[config.mk]
export PLATFORM = sky130hd
export DESIGN_NAME = fetch_unit
export DESIGN_NICKNAME = d
export VERILOG_FILES = /design/src/verilog/obi_pkg.sv /design/src/verilog/fetch_pkg.sv /design/src/verilog/fetch_fifo.sv /design/src/verilog/fetch_prefetch_controller.sv /design/src/verilog/fetch_response_filter.sv /design/src/verilog/fetch_unit.sv
export SDC_FILE = /design/constraint.sdc
export NUM_CORES = 1
export LEC_CHECK = 0
export ABC_AREA = 1
export BUFFER_PORTS_ARGS = -buffer_cell sky130_fd_sc_hd__buf_2
export CORE_MARGIN = 1
export CORE_UTILIZATION = 46
export CTS_CLUSTER_SIZE = 14
export DETAILED_ROUTE_END_ITERATION = 7
export PLACE_DENSITY = 0.64
export SYNTH_ARGS = -nofsm -noshare
export SYNTH_HDL_FRONTEND = slang
export SYNTH_HIERARCHICAL = 1
export SYNTH_SLANG_ARGS = --single-unit
[constraint.sdc]
create_clock -name clk_i -period 5.1 [get_ports clk_i]
set_input_delay 0.765 -clock clk_i [delete_from_list [all_inputs] [get_ports clk_i]]
set_output_delay 0.765 -clock clk_i [all_outputs]
set_load 0.005 [all_outputs]
[src/verilog/obi_pkg.sv]
/*
 * OBI instruction port types
 * Address phase request and the combined grant / response signals
 * seen by a fetch master on a read-only OBI port
 */
package obi_pkg;

  localparam int unsigned OBI_ADDR_W = 32;
  localparam int unsigned OBI_DATA_W = 32;

  // Address phase, driven by the master
  typedef struct packed {
    logic                  req;
    logic [OBI_ADDR_W-1:0] addr;
  } obi_req_t;

  // Grant plus response phase, driven by the memory
  typedef struct packed {
    logic                  gnt;
    logic                  rvalid;
    logic [OBI_DATA_W-1:0] rdata;
  } obi_rsp_t;

endpackage

[src/verilog/fetch_pkg.sv]
/*
 * Fetch payload types
 * Instruction addresses, the record kept for each outstanding bus
 * request and the word handed on to decode
 */
package fetch_pkg;

  localparam int unsigned FETCH_ADDR_W = 32;
  localparam int unsigned INSTR_W      = 32;

  typedef logic [FETCH_ADDR_W-1:0] fetch_addr_t;

  // Word aligned fetch, one instruction per request
  localparam fetch_addr_t FETCH_STEP = fetch_addr_t'(4);

  // One granted request waiting for its response
  typedef struct packed {
    fetch_addr_t addr;
    logic        epoch;
  } pending_t;

  // One instruction on its way to decode
  typedef struct packed {
    fetch_addr_t        addr;
    logic [INSTR_W-1:0] instr;
  } fetch_instr_t;

endpackage

[src/verilog/fetch_fifo.sv]
/*
 * Fetch FIFO
 * Circular buffer with a synchronous flush, used both for the
 * outstanding request records and for fetched instructions.
 * Push and pop may happen in the same cycle, also when full.
 */
`timescale 1ns/1ps

module fetch_fifo #(
  parameter int unsigned DEPTH = 4,
  parameter type         T     = logic [31:0],
  localparam int unsigned PTR_W = (DEPTH > 1) ? $clog2(DEPTH) : 1,
  localparam int unsigned CNT_W = $clog2(DEPTH + 1)
) (
  input  logic             clk_i,
  input  logic             rst_i,
  input  logic             flush_i,
  input  logic             push_i,
  input  T                 data_i,
  input  logic             pop_i,
  output T                 data_o,
  output logic             empty_o,
  output logic             full_o,
  output logic [CNT_W-1:0] count_o
);

  T                 mem_q [DEPTH];
  logic [PTR_W-1:0] rd_ptr_q;
  logic [PTR_W-1:0] wr_ptr_q;
  logic [CNT_W-1:0] count_q;
  logic             do_push;
  logic             do_pop;

  // Pointer increment with wrap, DEPTH need not be a power of two
  function automatic logic [PTR_W-1:0] ptr_next(input logic [PTR_W-1:0] ptr);
    if (ptr == PTR_W'(DEPTH - 1)) begin
      return '0;
    end
    return ptr + PTR_W'(1);
  endfunction

  assign empty_o = (count_q == '0);
  assign full_o  = (count_q == CNT_W'(DEPTH));
  assign count_o = count_q;
  assign data_o  = mem_q[rd_ptr_q];

  // A pop frees a slot in the same cycle
  assign do_pop  = pop_i && !empty_o;
  assign do_push = push_i && (!full_o || do_pop);

  always_ff @(posedge clk_i) begin
    if (do_push) begin
      mem_q[wr_ptr_q] <= data_i;
    end
  end

  always_ff @(posedge clk_i) begin
    if (rst_i || flush_i) begin
      rd_ptr_q <= '0;
      wr_ptr_q <= '0;
      count_q  <= '0;
    end else begin
      if (do_push) begin
        wr_ptr_q <= ptr_next(wr_ptr_q);
      end
      if (do_pop) begin
        rd_ptr_q <= ptr_next(rd_ptr_q);
      end
      case ({do_push, do_pop})
        2'b10:   count_q <= count_q + CNT_W'(1);
        2'b01:   count_q <= count_q - CNT_W'(1);
        default: count_q <= count_q;
      endcase
    end
  end

endmodule

[src/verilog/fetch_prefetch_controller.sv]
/*
 * Prefetch controller
 * Drives the OBI instruction request, keeps it stable until granted
 * and records every granted request in the pending FIFO. Owns the
 * epoch bit that marks responses from before a branch as stale.
 */
`timescale 1ns/1ps

module fetch_prefetch_controller #(
  parameter int unsigned FIFO_DEPTH      = 4,
  parameter int unsigned MAX_OUTSTANDING = 2
) (
  input  logic                                   clk_i,
  input  logic                                   rst_i,
  input  logic                                   fetch_enable_i,
  input  fetch_pkg::fetch_addr_t                 boot_addr_i,
  input  logic                                   branch_i,
  input  fetch_pkg::fetch_addr_t                 branch_addr_i,
  input  logic                                   obi_gnt_i,
  input  logic [$clog2(MAX_OUTSTANDING + 1)-1:0] pend_count_i,
  input  logic [$clog2(FIFO_DEPTH + 1)-1:0]      instr_count_i,
  output obi_pkg::obi_req_t                      obi_req_o,
  output logic                                   pend_push_o,
  output fetch_pkg::pending_t                    pend_data_o,
  output logic                                   epoch_o,
  output logic                                   flush_o
);

  import fetch_pkg::*;

  fetch_addr_t addr_q;
  fetch_addr_t redir_addr_q;
  logic        redir_valid_q;
  logic        epoch_q;
  logic        req_hold_q;
  logic        room;
  logic        req;
  logic        granted;
  logic        stalled_branch;

  // Every response must find a free slot in the instruction FIFO
  assign room = (32'(instr_count_i) + 32'(pend_count_i) < 32'(FIFO_DEPTH)) &&
                (32'(pend_count_i) < 32'(MAX_OUTSTANDING));

  // A raised request stays up until granted.
  // No new request starts in a branch cycle, the target goes out next
  assign req     = req_hold_q || (fetch_enable_i && room && !branch_i);
  assign granted = req && obi_gnt_i;

  // Branch that cannot redirect yet because the bus holds our address
  assign stalled_branch = branch_i && req && !obi_gnt_i;

  assign obi_req_o.req  = req;
  assign obi_req_o.addr = addr_q;

  // The stalled request keeps the epoch it was raised under.
  // Once a redirect is waiting the current epoch has already moved on
  assign pend_push_o       = granted;
  assign pend_data_o.addr  = addr_q;
  assign pend_data_o.epoch = redir_valid_q ? ~epoch_q : epoch_q;

  assign epoch_o = epoch_q;
  assign flush_o = branch_i;

  always_ff @(posedge clk_i) begin
    if (rst_i) begin
      req_hold_q <= 1'b0;
    end else begin
      req_hold_q <= req && !obi_gnt_i;
    end
  end

  always_ff @(posedge clk_i) begin
    if (rst_i) begin
      epoch_q <= 1'b0;
    end else if (branch_i) begin
      epoch_q <= ~epoch_q;
    end
  end

  // Fetch address and deferred redirect
  always_ff @(posedge clk_i) begin
    if (rst_i) begin
      addr_q        <= boot_addr_i;
      redir_valid_q <= 1'b0;
    end else if (stalled_branch) begin
      redir_valid_q <= 1'b1;
    end else if (branch_i) begin
      addr_q        <= branch_addr_i;
      redir_valid_q <= 1'b0;
    end else if (granted) begin
      if (redir_valid_q) begin
        addr_q <= redir_addr_q;
      end else begin
        addr_q <= addr_q + FETCH_STEP;
      end
      redir_valid_q <= 1'b0;
    end
  end

  // Latest target wins if several branches hit one stalled request
  always_ff @(posedge clk_i) begin
    if (stalled_branch) begin
      redir_addr_q <= branch_addr_i;
    end
  end

endmodule

[src/verilog/fetch_response_filter.sv]
/*
 * Response filter
 * Matches each OBI read response with the oldest pending request,
 * forwards it to the instruction FIFO when its epoch is current and
 * drops it when the request was issued before a branch
 */
`timescale 1ns/1ps

module fetch_response_filter (
  input  logic                    obi_rvalid_i,
  input  logic [31:0]             obi_rdata_i,
  input  fetch_pkg::pending_t     pend_data_i,
  input  logic                    epoch_i,
  output logic                    pend_pop_o,
  output logic                    instr_push_o,
  output fetch_pkg::fetch_instr_t instr_data_o
);

  logic epoch_match;

  // Responses come back in grant order, so the FIFO head is the owner
  assign epoch_match = (pend_data_i.epoch == epoch_i);

  // Stale entries still leave the pending FIFO
  assign pend_pop_o = obi_rvalid_i;

  always_comb begin
    instr_push_o       = obi_rvalid_i && epoch_match;
    instr_data_o.addr  = pend_data_i.addr;
    instr_data_o.instr = obi_rdata_i;
  end

endmodule

[src/verilog/fetch_unit.sv]
/*
 * Instruction fetch unit
 * Prefetching OBI master with a bounded number of outstanding reads.
 * Fetched words are buffered and handed to decode with valid/ready,
 * and a branch flushes the buffer and retires in-flight responses.
 */
`timescale 1ns/1ps

module fetch_unit #(
  parameter int unsigned FIFO_DEPTH      = 4,
  parameter int unsigned MAX_OUTSTANDING = 2
) (
  input  logic                    clk_i,
  input  logic                    rst_i,
  input  logic                    fetch_enable_i,
  input  fetch_pkg::fetch_addr_t  boot_addr_i,
  input  logic                    branch_i,
  input  fetch_pkg::fetch_addr_t  branch_addr_i,
  output obi_pkg::obi_req_t       instr_obi_req_o,
  input  obi_pkg::obi_rsp_t       instr_obi_rsp_i,
  output logic                    instr_valid_o,
  input  logic                    instr_ready_i,
  output fetch_pkg::fetch_instr_t instr_o
);

  import fetch_pkg::*;

  localparam int unsigned PEND_CNT_W  = $clog2(MAX_OUTSTANDING + 1);
  localparam int unsigned INSTR_CNT_W = $clog2(FIFO_DEPTH + 1);

  logic                   pend_push;
  logic                   pend_pop;
  pending_t               pend_wdata;
  pending_t               pend_rdata;
  logic [PEND_CNT_W-1:0]  pend_count;
  logic                   epoch;
  logic                   flush;
  logic                   instr_push;
  logic                   instr_pop;
  logic                   instr_empty;
  fetch_instr_t           instr_wdata;
  logic [INSTR_CNT_W-1:0] instr_count;

  // Decode handshake on the instruction FIFO head
  assign instr_valid_o = ~instr_empty;
  assign instr_pop     = instr_valid_o & instr_ready_i;

  fetch_prefetch_controller #(
    .FIFO_DEPTH      (FIFO_DEPTH),
    .MAX_OUTSTANDING (MAX_OUTSTANDING)
  ) i_prefetch_controller (
    .clk_i          (clk_i),
    .rst_i          (rst_i),
    .fetch_enable_i (fetch_enable_i),
    .boot_addr_i    (boot_addr_i),
    .branch_i       (branch_i),
    .branch_addr_i  (branch_addr_i),
    .obi_gnt_i      (instr_obi_rsp_i.gnt),
    .pend_count_i   (pend_count),
    .instr_count_i  (instr_count),
    .obi_req_o      (instr_obi_req_o),
    .pend_push_o    (pend_push),
    .pend_data_o    (pend_wdata),
    .epoch_o        (epoch),
    .flush_o        (flush)
  );

  // Stale records must still be popped, so this one never flushes
  fetch_fifo #(
    .DEPTH (MAX_OUTSTANDING),
    .T     (pending_t)
  ) i_pend_fifo (
    .clk_i   (clk_i),
    .rst_i   (rst_i),
    .flush_i (1'b0),
    .push_i  (pend_push),
    .data_i  (pend_wdata),
    .pop_i   (pend_pop),
    .data_o  (pend_rdata),
    .empty_o (),
    .full_o  (),
    .count_o (pend_count)
  );

  fetch_response_filter i_response_filter (
    .obi_rvalid_i (instr_obi_rsp_i.rvalid),
    .obi_rdata_i  (instr_obi_rsp_i.rdata),
    .pend_data_i  (pend_rdata),
    .epoch_i      (epoch),
    .pend_pop_o   (pend_pop),
    .instr_push_o (instr_push),
    .instr_data_o (instr_wdata)
  );

  fetch_fifo #(
    .DEPTH (FIFO_DEPTH),
    .T     (fetch_instr_t)
  ) i_instr_fifo (
    .clk_i   (clk_i),
    .rst_i   (rst_i),
    .flush_i (flush),
    .push_i  (instr_push),
    .data_i  (instr_wdata),
    .pop_i   (instr_pop),
    .data_o  (instr_o),
    .empty_o (instr_empty),
    .full_o  (),
    .count_o (instr_count)
  );

endmodule

Yosys cells after proc, flatten, opt, wreduce, memory -nomap -nowiden
Memory sizes are Yosys's and may differ from the RTL's. A register that Yosys moved wholly into a read port is not among the register bits.
Cells that the tools add are included.
- output and inout bits: 98
- memory bits (writable): 322
- bits of input ports: 103
- memories: 2
- register bits: 78
- memory list (memory ; words ; bits a word ; read ports ; clocked after memory_dff ; wr ports ; line ; source):
    i_instr_fifo.mem_q ; 4 ; 64 ; 1 ; 1 ; 1 ; fetch_fifo.sv:27 ; T mem_q [DEPTH];
    i_pend_fifo.mem_q ; 2 ; 33 ; 1 ; 1 ; 1 ; fetch_fifo.sv:27 ;
- $lt $le $gt $ge: 2
- multiplexer cells: 39
- bitwise gates (word level): 3
- reduce and logical (&&, ||, !) cells: 29
- eq/ne operators: 10
- $add $sub $neg: 10
- operator list (operator ; number):
    $mux 32 ; 5
    $add 32x3->32 const B ; 1
    $lt 32x3->1 const B ; 1
    $mux 1 ; 26
    $logic_and 1x1->1 ; 12
    $mux 2 ; 6
    $eq 2x2->1 const B ; 5
    $add 2x1->2 const B ; 3
    $logic_not 1->1 ; 6
    $pmux 3 s2 ; 1
    $reduce_bool 3->1 ; 2
    $add 3x2->4 ; 1
    $eq 2x1->1 const B ; 2
    $logic_or 1x1->1 ; 4
    $pmux 2 s2 ; 1
    $reduce_bool 2->1 ; 2
    $add 3x1->3 const B ; 1
    $eq 3x3->1 const B ; 1
    $logic_not 3->1 ; 1
    $sub 3x1->3 const B ; 1
    $add 1x1->1 const B ; 2
    $logic_not 2->1 ; 1
    $lt 2x2->1 const B ; 1
    $ne 2x2->1 const B ; 1
    other kinds (5) ; 6

Logic depth before layout (Yosys ltp)
Gate-level depths: netlist of run 1.
- depth in word-level cells: 11
- depth in mapped cells: 14
- mapped depth without buffers: 13

Hierarchy
Netlist of run 1, hierarchy kept.
- modules (own cells, without submodules) (module ; area each (um^2) ; cells an instance ; times used):
    fetch_fifo (i_instr_fifo) ; 10007.1 ; 687 ; 1
    fetch_prefetch_controller ; 4141.5 ; 500 ; 1
    fetch_fifo (i_pend_fifo) ; 2671.3 ; 144 ; 1
    fetch_response_filter ; 506.7 ; 70 ; 1
    fetch_unit ; 17.5 ; 4 ; 1

Least setup slack after synthesis of run 1
Ideal clock, no wire load.
- path type: register to register
- from: register (tool-made name)
- to: memory i_instr_fifo/mem_q[0][0] (netlist bit) (enable)
- stages on the path, launching flop included: 9
- period minus slack after synthesis: 4.578 ns
- buffers on the path: 2
- arrival: 4.092 ns
- library setup time: 0.486 ns
- data required time: 4.614 ns
- slack: 0.522 ns
- path through: dfxtp_1 buf_2 buf_6 mux2_2 nand2_1 nand2_1 nor2_1 nand2_4 nor2_1
- RTL lines (item ; line):
    end: declaration ; fetch_fifo.sv:27

==> metrics.yaml, run 1 <==
root_buffer: "clkbuf_16"
syn_avg_cell_area_um2: 12.4
route.detailed.drc: 0
port_buffers: 200
antenna_cells: 0
dpl_worst_slack_ns: 1.77
wl_per_cell_um: 18.3
finalSetupTns_ns: 0
tightest_slew_ns: 1.05
fin_skew_ns: 0.0210
drt_iter0_drc: 704
finalWorstSetupSlack_ns: 1.56
routed_wl_um: 37300
cts_resized: 0
die_h_um: 196
r2r_cells: 8
clk_latency_ns: 0.54
peakVddDrop_mv: 0.269
fillCellCount: 3163
path_buf_inv: 3
grt_max_degree: 101
netlist_instances: 1403
max_stage_delay_ns: 0.80
row_count: 70
worstPathArrival_ns: 2.77
grt_pass1_vias: 10700
cts_hold_buf: 0
core-area_mm2: 0.0369
hp-class: "in2reg"
postRouteAntennaNets: 0
reg2reg_to: "i_instr_fifo/mem_q[2][16]$_DFFE_PP_"
fmax_mhz: 283
cts.clk_slew.worst_paths_ns: 0.06
gp_congestion: 0.840
cp_max_fo: 100
cts_max_level: 2
grt_first_pass_wirelength_um: 58300
hold_viol: 0
synth.cell_area_mm2: 0.0173
dp_hpwl_um: 23800
path_depth: 5
required_ns: 4.34
viasPerCell: 5.24
nets: 1615
powerDensity_mw_per_mm2: 376
finalCritPeriodShare: 0.694
reg2reg_slack_ns: 1.97
slowest_stage: "inv_4"
io-pin-count: 201
run_status: "finished, final reports clean"
relSlewSlack: 0.301
grt_overflow: 0
slew_viol_final: 0
crit_chain: "inv_4 > buf_4 > nor2_1 > o22ai_1 > buf_2"
cp-endpoint: "instr_o[15]"
vias: 10700
numCtsBuffers: 43
critPathLaunchType: "register"
critPathCaptureType: "primary output"
drv_cap: 0
rsz0062_at_grt: "false"
crit_family: "buffers and inverters"
cts_buffer_depth: 3
start_util: 0.470
dpl-instance-area_mm2: 0.0180
clock-sinks: 403
yosys_warnings: 6
drive_gt1_frac: 0.235
cts_setup_buffers: 0
synthToLayoutAreaGrowth_pct: 11.7
dieArea_mm2: 0.0385
syn_nets: 1514
setup_viol: 0
path_class: "reg2out"
post-route-min-period_ns: 3.54
antenna_found_initial: 0
tritoncts: "built"
grtUsageTotal: 0.195
dr.pass1.iters: 5
die_x_um: 196
final_area_mm2: 0.0194
leakage_uw: 0.00702
worst min-delay path by stage:
stage | from | end | slack (ns) | cells past startpoint
6_report | branch_addr_i[27] | i_prefetch_controller/redir_addr_q[27]$_DFFE_PP_ | 0.42 | 1
5_1_grt | branch_addr_i[10] | i_prefetch_controller/redir_addr_q[10]$_DFFE_PP_ | 0.41 | 1
4_1_cts | branch_addr_i[23] | i_prefetch_controller/redir_addr_q[23]$_DFFE_PP_ | 0.40 | 1
3_5_place_dp | i_pend_fifo/rd_ptr_q$_SDFFE_PP0P_ | register | 0.47 | 2
3_3_place_gp | i_pend_fifo/rd_ptr_q$_SDFFE_PP0P_ | i_pend_fifo/rd_ptr_q$_SDFFE_PP0P_ | 0.46 | 2
2_1_floorplan | i_pend_fifo/rd_ptr_q$_SDFFE_PP0P_ | register | 0.45 | 2
metal layers:
layer,vias to the layer above,wire length [um],global-route usage,part of all wire
li1,5133,-,-,-
met1,5113,16500,0.270,0.44
met2,384,17300,0.316,0.46
met3,65,2490,0.0308,0.067
met4,0,1000,0.0608,0.027
met5,-,0,0,0
sequential cells by signal (all words and copies together) (netlist names), named ones only:
name / count
i_instr_fifo/count_o: 3
i_instr_fifo/mem_q: 256
i_instr_fifo/rd_ptr_q: 2
i_instr_fifo/wr_ptr_q: 2
i_pend_fifo/count_o: 2
i_pend_fifo/mem_q: 66
i_pend_fifo/rd_ptr_q: 1
i_pend_fifo/wr_ptr_q: 1
i_prefetch_controller/addr_q: 32
i_prefetch_controller/epoch_o: 1
i_prefetch_controller/redir_addr_q: 32
i_prefetch_controller/redir_valid_q: 1
i_prefetch_controller/req_hold_q: 1
where the power goes:
part,leakage [uW],switching (uW),internal [uW]
combinational,0.00265,271,159
sequential,0.00368,86.8,3750
clock,0.000680,1240,1770
total,0.00702,1600,5680
metrics by stage:
stage                util  hold slack [ns]  total power, uW  instances
floorplan               -            0.447             4180       1403
global placement    0.488            0.460             4330       1963
detailed placement  0.488            0.468             4340       1963
CTS                 0.525            0.401             7340       2041
global route        0.525            0.409             7530       2041
finish              0.525            0.418             7280       2041
area by class of cell:
type | count | area (um2) | area share
Sequential cell | 403 | 11900 | 0.616
Inverter | 57 | 216 | 0.0112
Timing Repair Buffer | 215 | 1110 | 0.0575
Tap cell | 504 | 631 | 0.0326
Clock buffer | 50 | 1110 | 0.0574
Clock inverter | 28 | 263 | 0.0136
Multi-Input combinational cell | 784 | 4100 | 0.211
cells in the final DEF (no fill, tap or decap), drive strengths merged, types with 2 or more instances in the layout:
cell	count
edfxtp	386
nor2	255
buf	215
o21ai	153
nand2	134
o22ai	64
inv	60
clkbuf	50
a21oi	42
nand3	38
mux2	34
clkinv	20
dfxtp	17
nand4	9
a22oi	8
ha	7
a221oi	7
nor3	6
or2	5
bufinv	4
a31oi	4
nand3b	4
xor2	3
a21boi	2
xnor2	2
o211ai	2
Note: power is estimated with default switching activity, not from simulation.
==> run 2, diff against run 1 <==
Settings changed: ABC_AREA 1 to 0, PLACE_DENSITY 0.64 to 0.67.
Clock period 5.1 ns to 2.9 ns, I/O delays scaled along.
==> run 2 against run 1 <==
- non-clock buffer count up 19
- sequential cell count unchanged
- synthesized area shrank 3.7%
- setup slack got worse by 1.2 ns
- die area is 3.6% lower
- clock skew shrank 0.0073 ns
- final cell count is 23% lower
- critical path type is now reg2reg
- first-iteration DRC count decreased by 14%
- register-to-register slack got worse by 1.6 ns
- routed wire length decreased by 7.7%
- sequential share of layout area up 0.57 points
- clock power increased by 74%
- the flow now finishes with violations (DRC)
==> metrics.yaml, run 2 <==
run_status: "finished with violations"
violations: "DRC"
io-pin-count: 201  # unchanged
cts_buffer_depth: 3  # unchanged
antenna_cells: 0  # unchanged
tightest_slew_ns: 0.823  # -0.226 ns
start_util: 0.468  # -0.00184
powerDensity_mw_per_mm2: 663  # +76%
root_buffer: "clkbuf_16"
finalWorstSetupSlack_ns: 0.391  # -1.17 ns
clk_latency_ns: 0.53  # about the same
setup_viol: 0  # unchanged
path_class: "reg2reg"
die_x_um: 193  # -1.8%
nets: 1189  # -26%
yosys_warnings: 6  # unchanged
hp-class: "in2reg"
grt_max_degree: 34  # -66%
peakVddDrop_mv: 0.373  # +39%
cp_max_fo: 6  # -94%
numCtsBuffers: 43  # unchanged
tritoncts: "built"
drt_iter0_drc: 607  # -14%
final_cells: 1564  # -23%
viasPerCell: 5.54  # +5.6%
top_register: "i_instr_fifo/mem_q"
whs_path_depth: 1  # unchanged
clock-sinks: 403  # unchanged
final_cell_mix: "386 x edfxtp_1, 200 x buf_2, 64 x mux4_2"
dieArea_mm2: 0.0371  # -3.6%
fmax_mhz: 399
drv_cap: 0  # unchanged
top_regs: "i_instr_fifo/mem_q: 256 flops, i_pend_fifo/mem_q: 66 flops"
synthToLayoutAreaGrowth_pct: 15.0
dr.pass1.iters: 7  # +2
netlist_instances: 938  # -33%
worstPathArrival_ns: 2.94  # +0.17 ns
leakage_uw: 0.00647  # -7.8%
vias: 8658  # -19%
die_h_um: 193  # -1.8%
cts_max_level: 2  # unchanged
reg2reg_slack_ns: 0.39  # -1.58 ns
grt_pass1_vias: 8738  # -18%
wl_per_cell_um: 22.0  # +20%
drive_gt1_frac: 0.378  # +0.143
r2r_cells: 8  # unchanged
largest_reg_flops: 256  # unchanged
final_common_cell: "edfxtp_1"
postRouteAntennaNets: 0  # unchanged
dpl.cell_count: 1494  # -24%
antenna_found_initial: 0  # unchanged
required_ns: 3.33  # -1.01 ns
post-route-min-period_ns: 2.51
dpl_worst_slack_ns: 0.431  # -1.34 ns
port_buffers: 200  # unchanged
row_count: 69  # -1.4%
cts.clk_slew.worst_paths_ns: 0.06  # about the same
grt_first_pass_wirelength_um: 51600  # -11%
routed_wl_um: 34400  # -7.7%
gp_congestion: 0.799  # -4.8%
final_util: 0.538  # +0.0132
critPathCaptureType: "register"
slew_viol_final: 0  # unchanged
fin_skew_ns: 0.0138  # -0.00727 ns
grt_overflow: 0  # unchanged
critPathLaunchType: "register"
syn_avg_cell_area_um2: 17.8  # +44%
cts_hold_buf: 0  # unchanged
synth.cell_area_mm2: 0.0167  # -3.7%
dpl-instance-area_mm2: 0.0179  # -0.75%
dp_hpwl_um: 23000  # -3.3%
route.detailed.drc: 38  # +38
relSlewSlack: 0.452  # +0.151
hold_viol: 0  # unchanged
cts_resized: 0  # unchanged
core-area_mm2: 0.0357  # -3.3%
syn_nets: 1049  # -31%
cts_setup_buffers: 0  # unchanged
grtUsageTotal: 0.187  # -0.00729
final_area_mm2: 0.0192  # -0.88%
rsz0062_at_grt: "false"
finalCritPeriodShare: 0.865
run 2: metal layers:
| layer | vias up | global-route usage | part of all wire |
|---|---|---|---|
| met2 | 324 | 0.300 | 0.47 |
| li1 | 3895 | - | - |
| met5 | - | 0 | 0 |
| met1 | 4378 | 0.256 | 0.43 |
| met3 | 61 | 0.0404 | 0.072 |
| met4 | 0 | 0.0600 | 0.026 |
run 2: layout make-up:
class	instances	area [um2]
clock inverter	22	235
clock buffer	48	1100
timing repair buffer	234	1470
sequential	403	11900
inverter	13	48.8
fill	2808	16500
tap	461	577
multi-input combinational	383	3820
run 2: report_power, final:
part / switching [uW] / internal, uW
sequential: 141 / 6590
combinational: 419 / 339
clock: 2070 / 3160
total: 2630 / 10100
run 2: worst max-delay path, stage by stage (launching register included):
cell and delay, ns:
dfxtp_1 0.50, nor3_1 0.13, nor2b_1 0.40, o31ai_4 0.19, or2_2 0.32, fa_1 0.47, inv_1 0.07, o2111ai_1 0.10
a221oi_1 0.24
run 2: path summary, 6_finish.rpt:
path / startpoint / end
setup / recovery: i_instr_fifo/count_o[1]$_SDFFE_PP0P_ / i_instr_fifo/count_o[1]$_SDFFE_PP0P_
hold / removal: branch_addr_i[2] / i_prefetch_controller/redir_addr_q[2]$_DFFE_PP_
setup reg to reg: i_instr_fifo/count_o[1]$_SDFFE_PP0P_ / i_instr_fifo/count_o[1]$_SDFFE_PP0P_
hold reg to reg: i_pend_fifo/rd_ptr_q$_SDFFE_PP0P_ / register
run 2: per-stage QoR:
step	total power, uW	TNS (ns)	hold WS [ns]
2_1_floorplan	7310	-26.20	0.472
3_3_place_gp	7590	0	0.486
3_5_place_dp	7610	0	0.498
4_1_cts	12800	0	0.0728
5_1_grt	13100	0	0.0747
6_report	12700	0	0.0949
==> run 3, diff against run 2 <==
Settings changed: PLACE_DENSITY 0.67 to 0.76.
==> run 3 against run 2 <==
- the flow still finishes with violations (DRC)
- global-route usage rose by 0.20 points
- setup slack lost 0.12 ns
- largest cell class unchanged
- sequential cell count stayed put
- non-clock buffer count stayed put
- via count grew 0.91%
- largest power group unchanged
- final cell count rose by 0.13%
- die area is the same
- combinational power decreased by 0.9%
- clock skew up 0.0024 ns
- maximum frequency is 4.4% lower
- routed wire length up 0.35%
- cell area is 0.36% lower
==> metrics.yaml, run 3 (synthesized netlist as in run 2, its figures left out) <==
top_regs: "i_instr_fifo/mem_q: 256 flops, i_pend_fifo/mem_q: 66 flops"
gp_congestion: 0.842  # +5.3%
critPathLaunchType: "register"
final_common_cell: "edfxtp_1"
finalCritPeriodShare: 0.905  # +0.0402
antenna_found_initial: 1  # +1
violations: "DRC"
hold_start: "instr_obi_rsp_i[33]"
setup_viol: 0  # unchanged
grtUsageMet3: 0.0355  # -0.00491
dieArea_mm2: 0.0371  # unchanged
grt_overflow: 0  # unchanged
final_area_mm2: 0.0191  # -0.36%
dr.pass1.iters: 8  # +1
fmax_mhz: 381  # -4.4%
holdPathEnd: "i_prefetch_controller/req_hold_q$_SDFF_PP0_"
run_status: "finished with violations"
synthToLayoutAreaGrowth_pct: 14.6
required_ns: 2.47  # -0.86 ns
die_x_um: 193  # unchanged
top_register: "i_instr_fifo/mem_q"
cp_max_fo: 19  # +13
rsz0062_at_grt: "false"
post-route-min-period_ns: 2.63  # +0.117 ns
cts_resized: 0  # unchanged
finalSetupTns_ns: 0  # unchanged
hp-class: "in2reg"
routed_wl_um: 34500  # +0.35%
relSlewSlack: 0.536  # +0.0841
r2r_cells: 8  # unchanged
drt_iter0_drc: 734  # +21%
root_buffer: "clkbuf_16"
nets: 1187  # -0.17%
fin_skew_ns: 0.0162  # +0.00245 ns
drive_gt1_frac: 0.380  # +0.00147
grtUsageTotal: 0.189  # +0.00204
vias: 8737  # +0.91%
cts_buffer_depth: 3  # unchanged
register_area_mm2: 0.0119  # unchanged
wl_per_cell_um: 22.0  # +0.23%
die_h_um: 193  # unchanged
leakage_uw: 0.00646  # -0.14%
row_count: 69  # unchanged
dpl_worst_slack_ns: 0.350  # -0.0806 ns
numCtsBuffers: 41  # -4.7%
start_util: 0.468  # unchanged
final_cell_mix: "386 x edfxtp_1, 200 x buf_2, 64 x mux4_2"
critPathCaptureType: "primary output"
powerDensity_mw_per_mm2: 663  # about the same
multi_input_area_mm2: 0.00382  # about the same
reg2reg_slack_ns: 0.35  # -0.04 ns
whs_path_depth: 2  # +1
postRouteAntennaNets: 0  # unchanged
grt_max_degree: 50  # +47%
port_buffers: 200  # unchanged
dp_hpwl_um: 23200  # +0.85%
io-pin-count: 201  # unchanged
fillCellCount: 2765  # -1.5%
p_total_uw: 12700  # -0.27%
cts_hold_buf: 0  # unchanged
slew_viol_final: 0  # unchanged
peakVddDrop_mv: 0.363  # -2.5%
core-area_mm2: 0.0357  # unchanged
tightest_slew_ns: 0.694  # -0.129 ns
met2_usage: 0.309  # +0.00955
drv_cap: 0  # unchanged
viasPerCell: 5.58  # +0.78%
path_class: "reg2out"
grt_use_met1: 0.258  # +0.00158
cts_setup_buffers: 0  # unchanged
finalWorstSetupSlack_ns: 0.274  # -0.117 ns
largest_reg_flops: 256  # unchanged
cts.clk_slew.worst_paths_ns: 0.06  # about the same
worstPathArrival_ns: 2.19  # -0.75 ns
dpl-instance-area_mm2: 0.0178  # -0.36%
cts_max_level: 2  # unchanged
clock-sinks: 403  # unchanged
r2r_start: "i_instr_fifo/count_o[1]$_SDFFE_PP0P_"
hold_viol: 0  # unchanged
grt_first_pass_wirelength_um: 52400  # +1.4%
reg2reg_to: "i_instr_fifo/count_o[1]$_SDFFE_PP0P_"
top_usage_layer: "met2"
route.detailed.drc: 26  # -32%
tritoncts: "built"
clk_latency_ns: 0.52  # about the same
grt_pass1_vias: 8882  # +1.6%
==> run 3: cell count changes in the layout (fill, tap and decap cells not counted), moves of 2 or more <==
| cell | before | now |
|---|---|---|
| buf_12 | 17 | 12 |
| clkinv_2 | 5 | 10 |
| clkinv_4 | 2 | 0 |
| buf_4 | 17 | 22 |
==> run 3: layout make-up <==
cell class | count | share of cell area
Antenna cell | 1 | 0.000131
Clock inverter | 25 | 0.0129
Multi-Input combinational cell | 383 | 0.200
Timing Repair Buffer | 234 | 0.0735
Clock buffer | 46 | 0.0568
Tap cell | 461 | 0.0302
Sequential cell | 403 | 0.624
Inverter | 13 | 0.00255
==> run 3: metrics by stage <==
stage | hold slack [ns] | instances | utilization
2_1_floorplan | 0.472 | 938 | -
6_report | 0.0971 | 1566 | 0.537
3_3_place_gp | 0.490 | 1494 | 0.499
4_1_cts | 0.0808 | 1565 | 0.536
5_1_grt | 0.0827 | 1566 | 0.537
3_5_place_dp | 0.498 | 1494 | 0.499
==> run 3: critical path: stages, from the launching register on <==
cell and delay, ns:
dfxtp_4 0.63, buf_4 0.33, mux4_2 0.55, buf_2 0.15
==> run 3: worst max-delay path by stage <==
stage	startpoint	endpoint	slack (ns)	cells past startpoint
floorplan	i_instr_fifo/count_o[1]$_SDFFE_PP0P_	i_pend_fifo/mem_q[0][0]$_DFFE_PP_	-0.40	6
global placement	i_instr_fifo/count_o[1]$_SDFFE_PP0P_	i_instr_fifo/count_o[1]$_SDFFE_PP0P_	0.50	8
detailed placement	i_instr_fifo/count_o[1]$_SDFFE_PP0P_	i_instr_fifo/count_o[1]$_SDFFE_PP0P_	0.35	8
CTS	register	instr_o[14]	0.19	3
global route	register	instr_o[14]	0.13	3
finish	register	instr_o[14]	0.27	3
==> run 3: per-layer routing <==
metal,routed length [um],part of all wire,up-vias
li1,-,-,3904
met1,14000,0.41,4375
met2,16700,0.48,410
met3,2960,0.086,48
met4,825,0.024,0
met5,0,0,-
==> run 3: report_power, final <==
part / total [uW] / leakage, uW / internal [uW] / switching, uW
Sequential: 6740 / 0.00368 / 6590 / 147
Combinational: 751 / 0.00212 / 335 / 416
Clock: 5200 / 0.000660 / 3130 / 2070
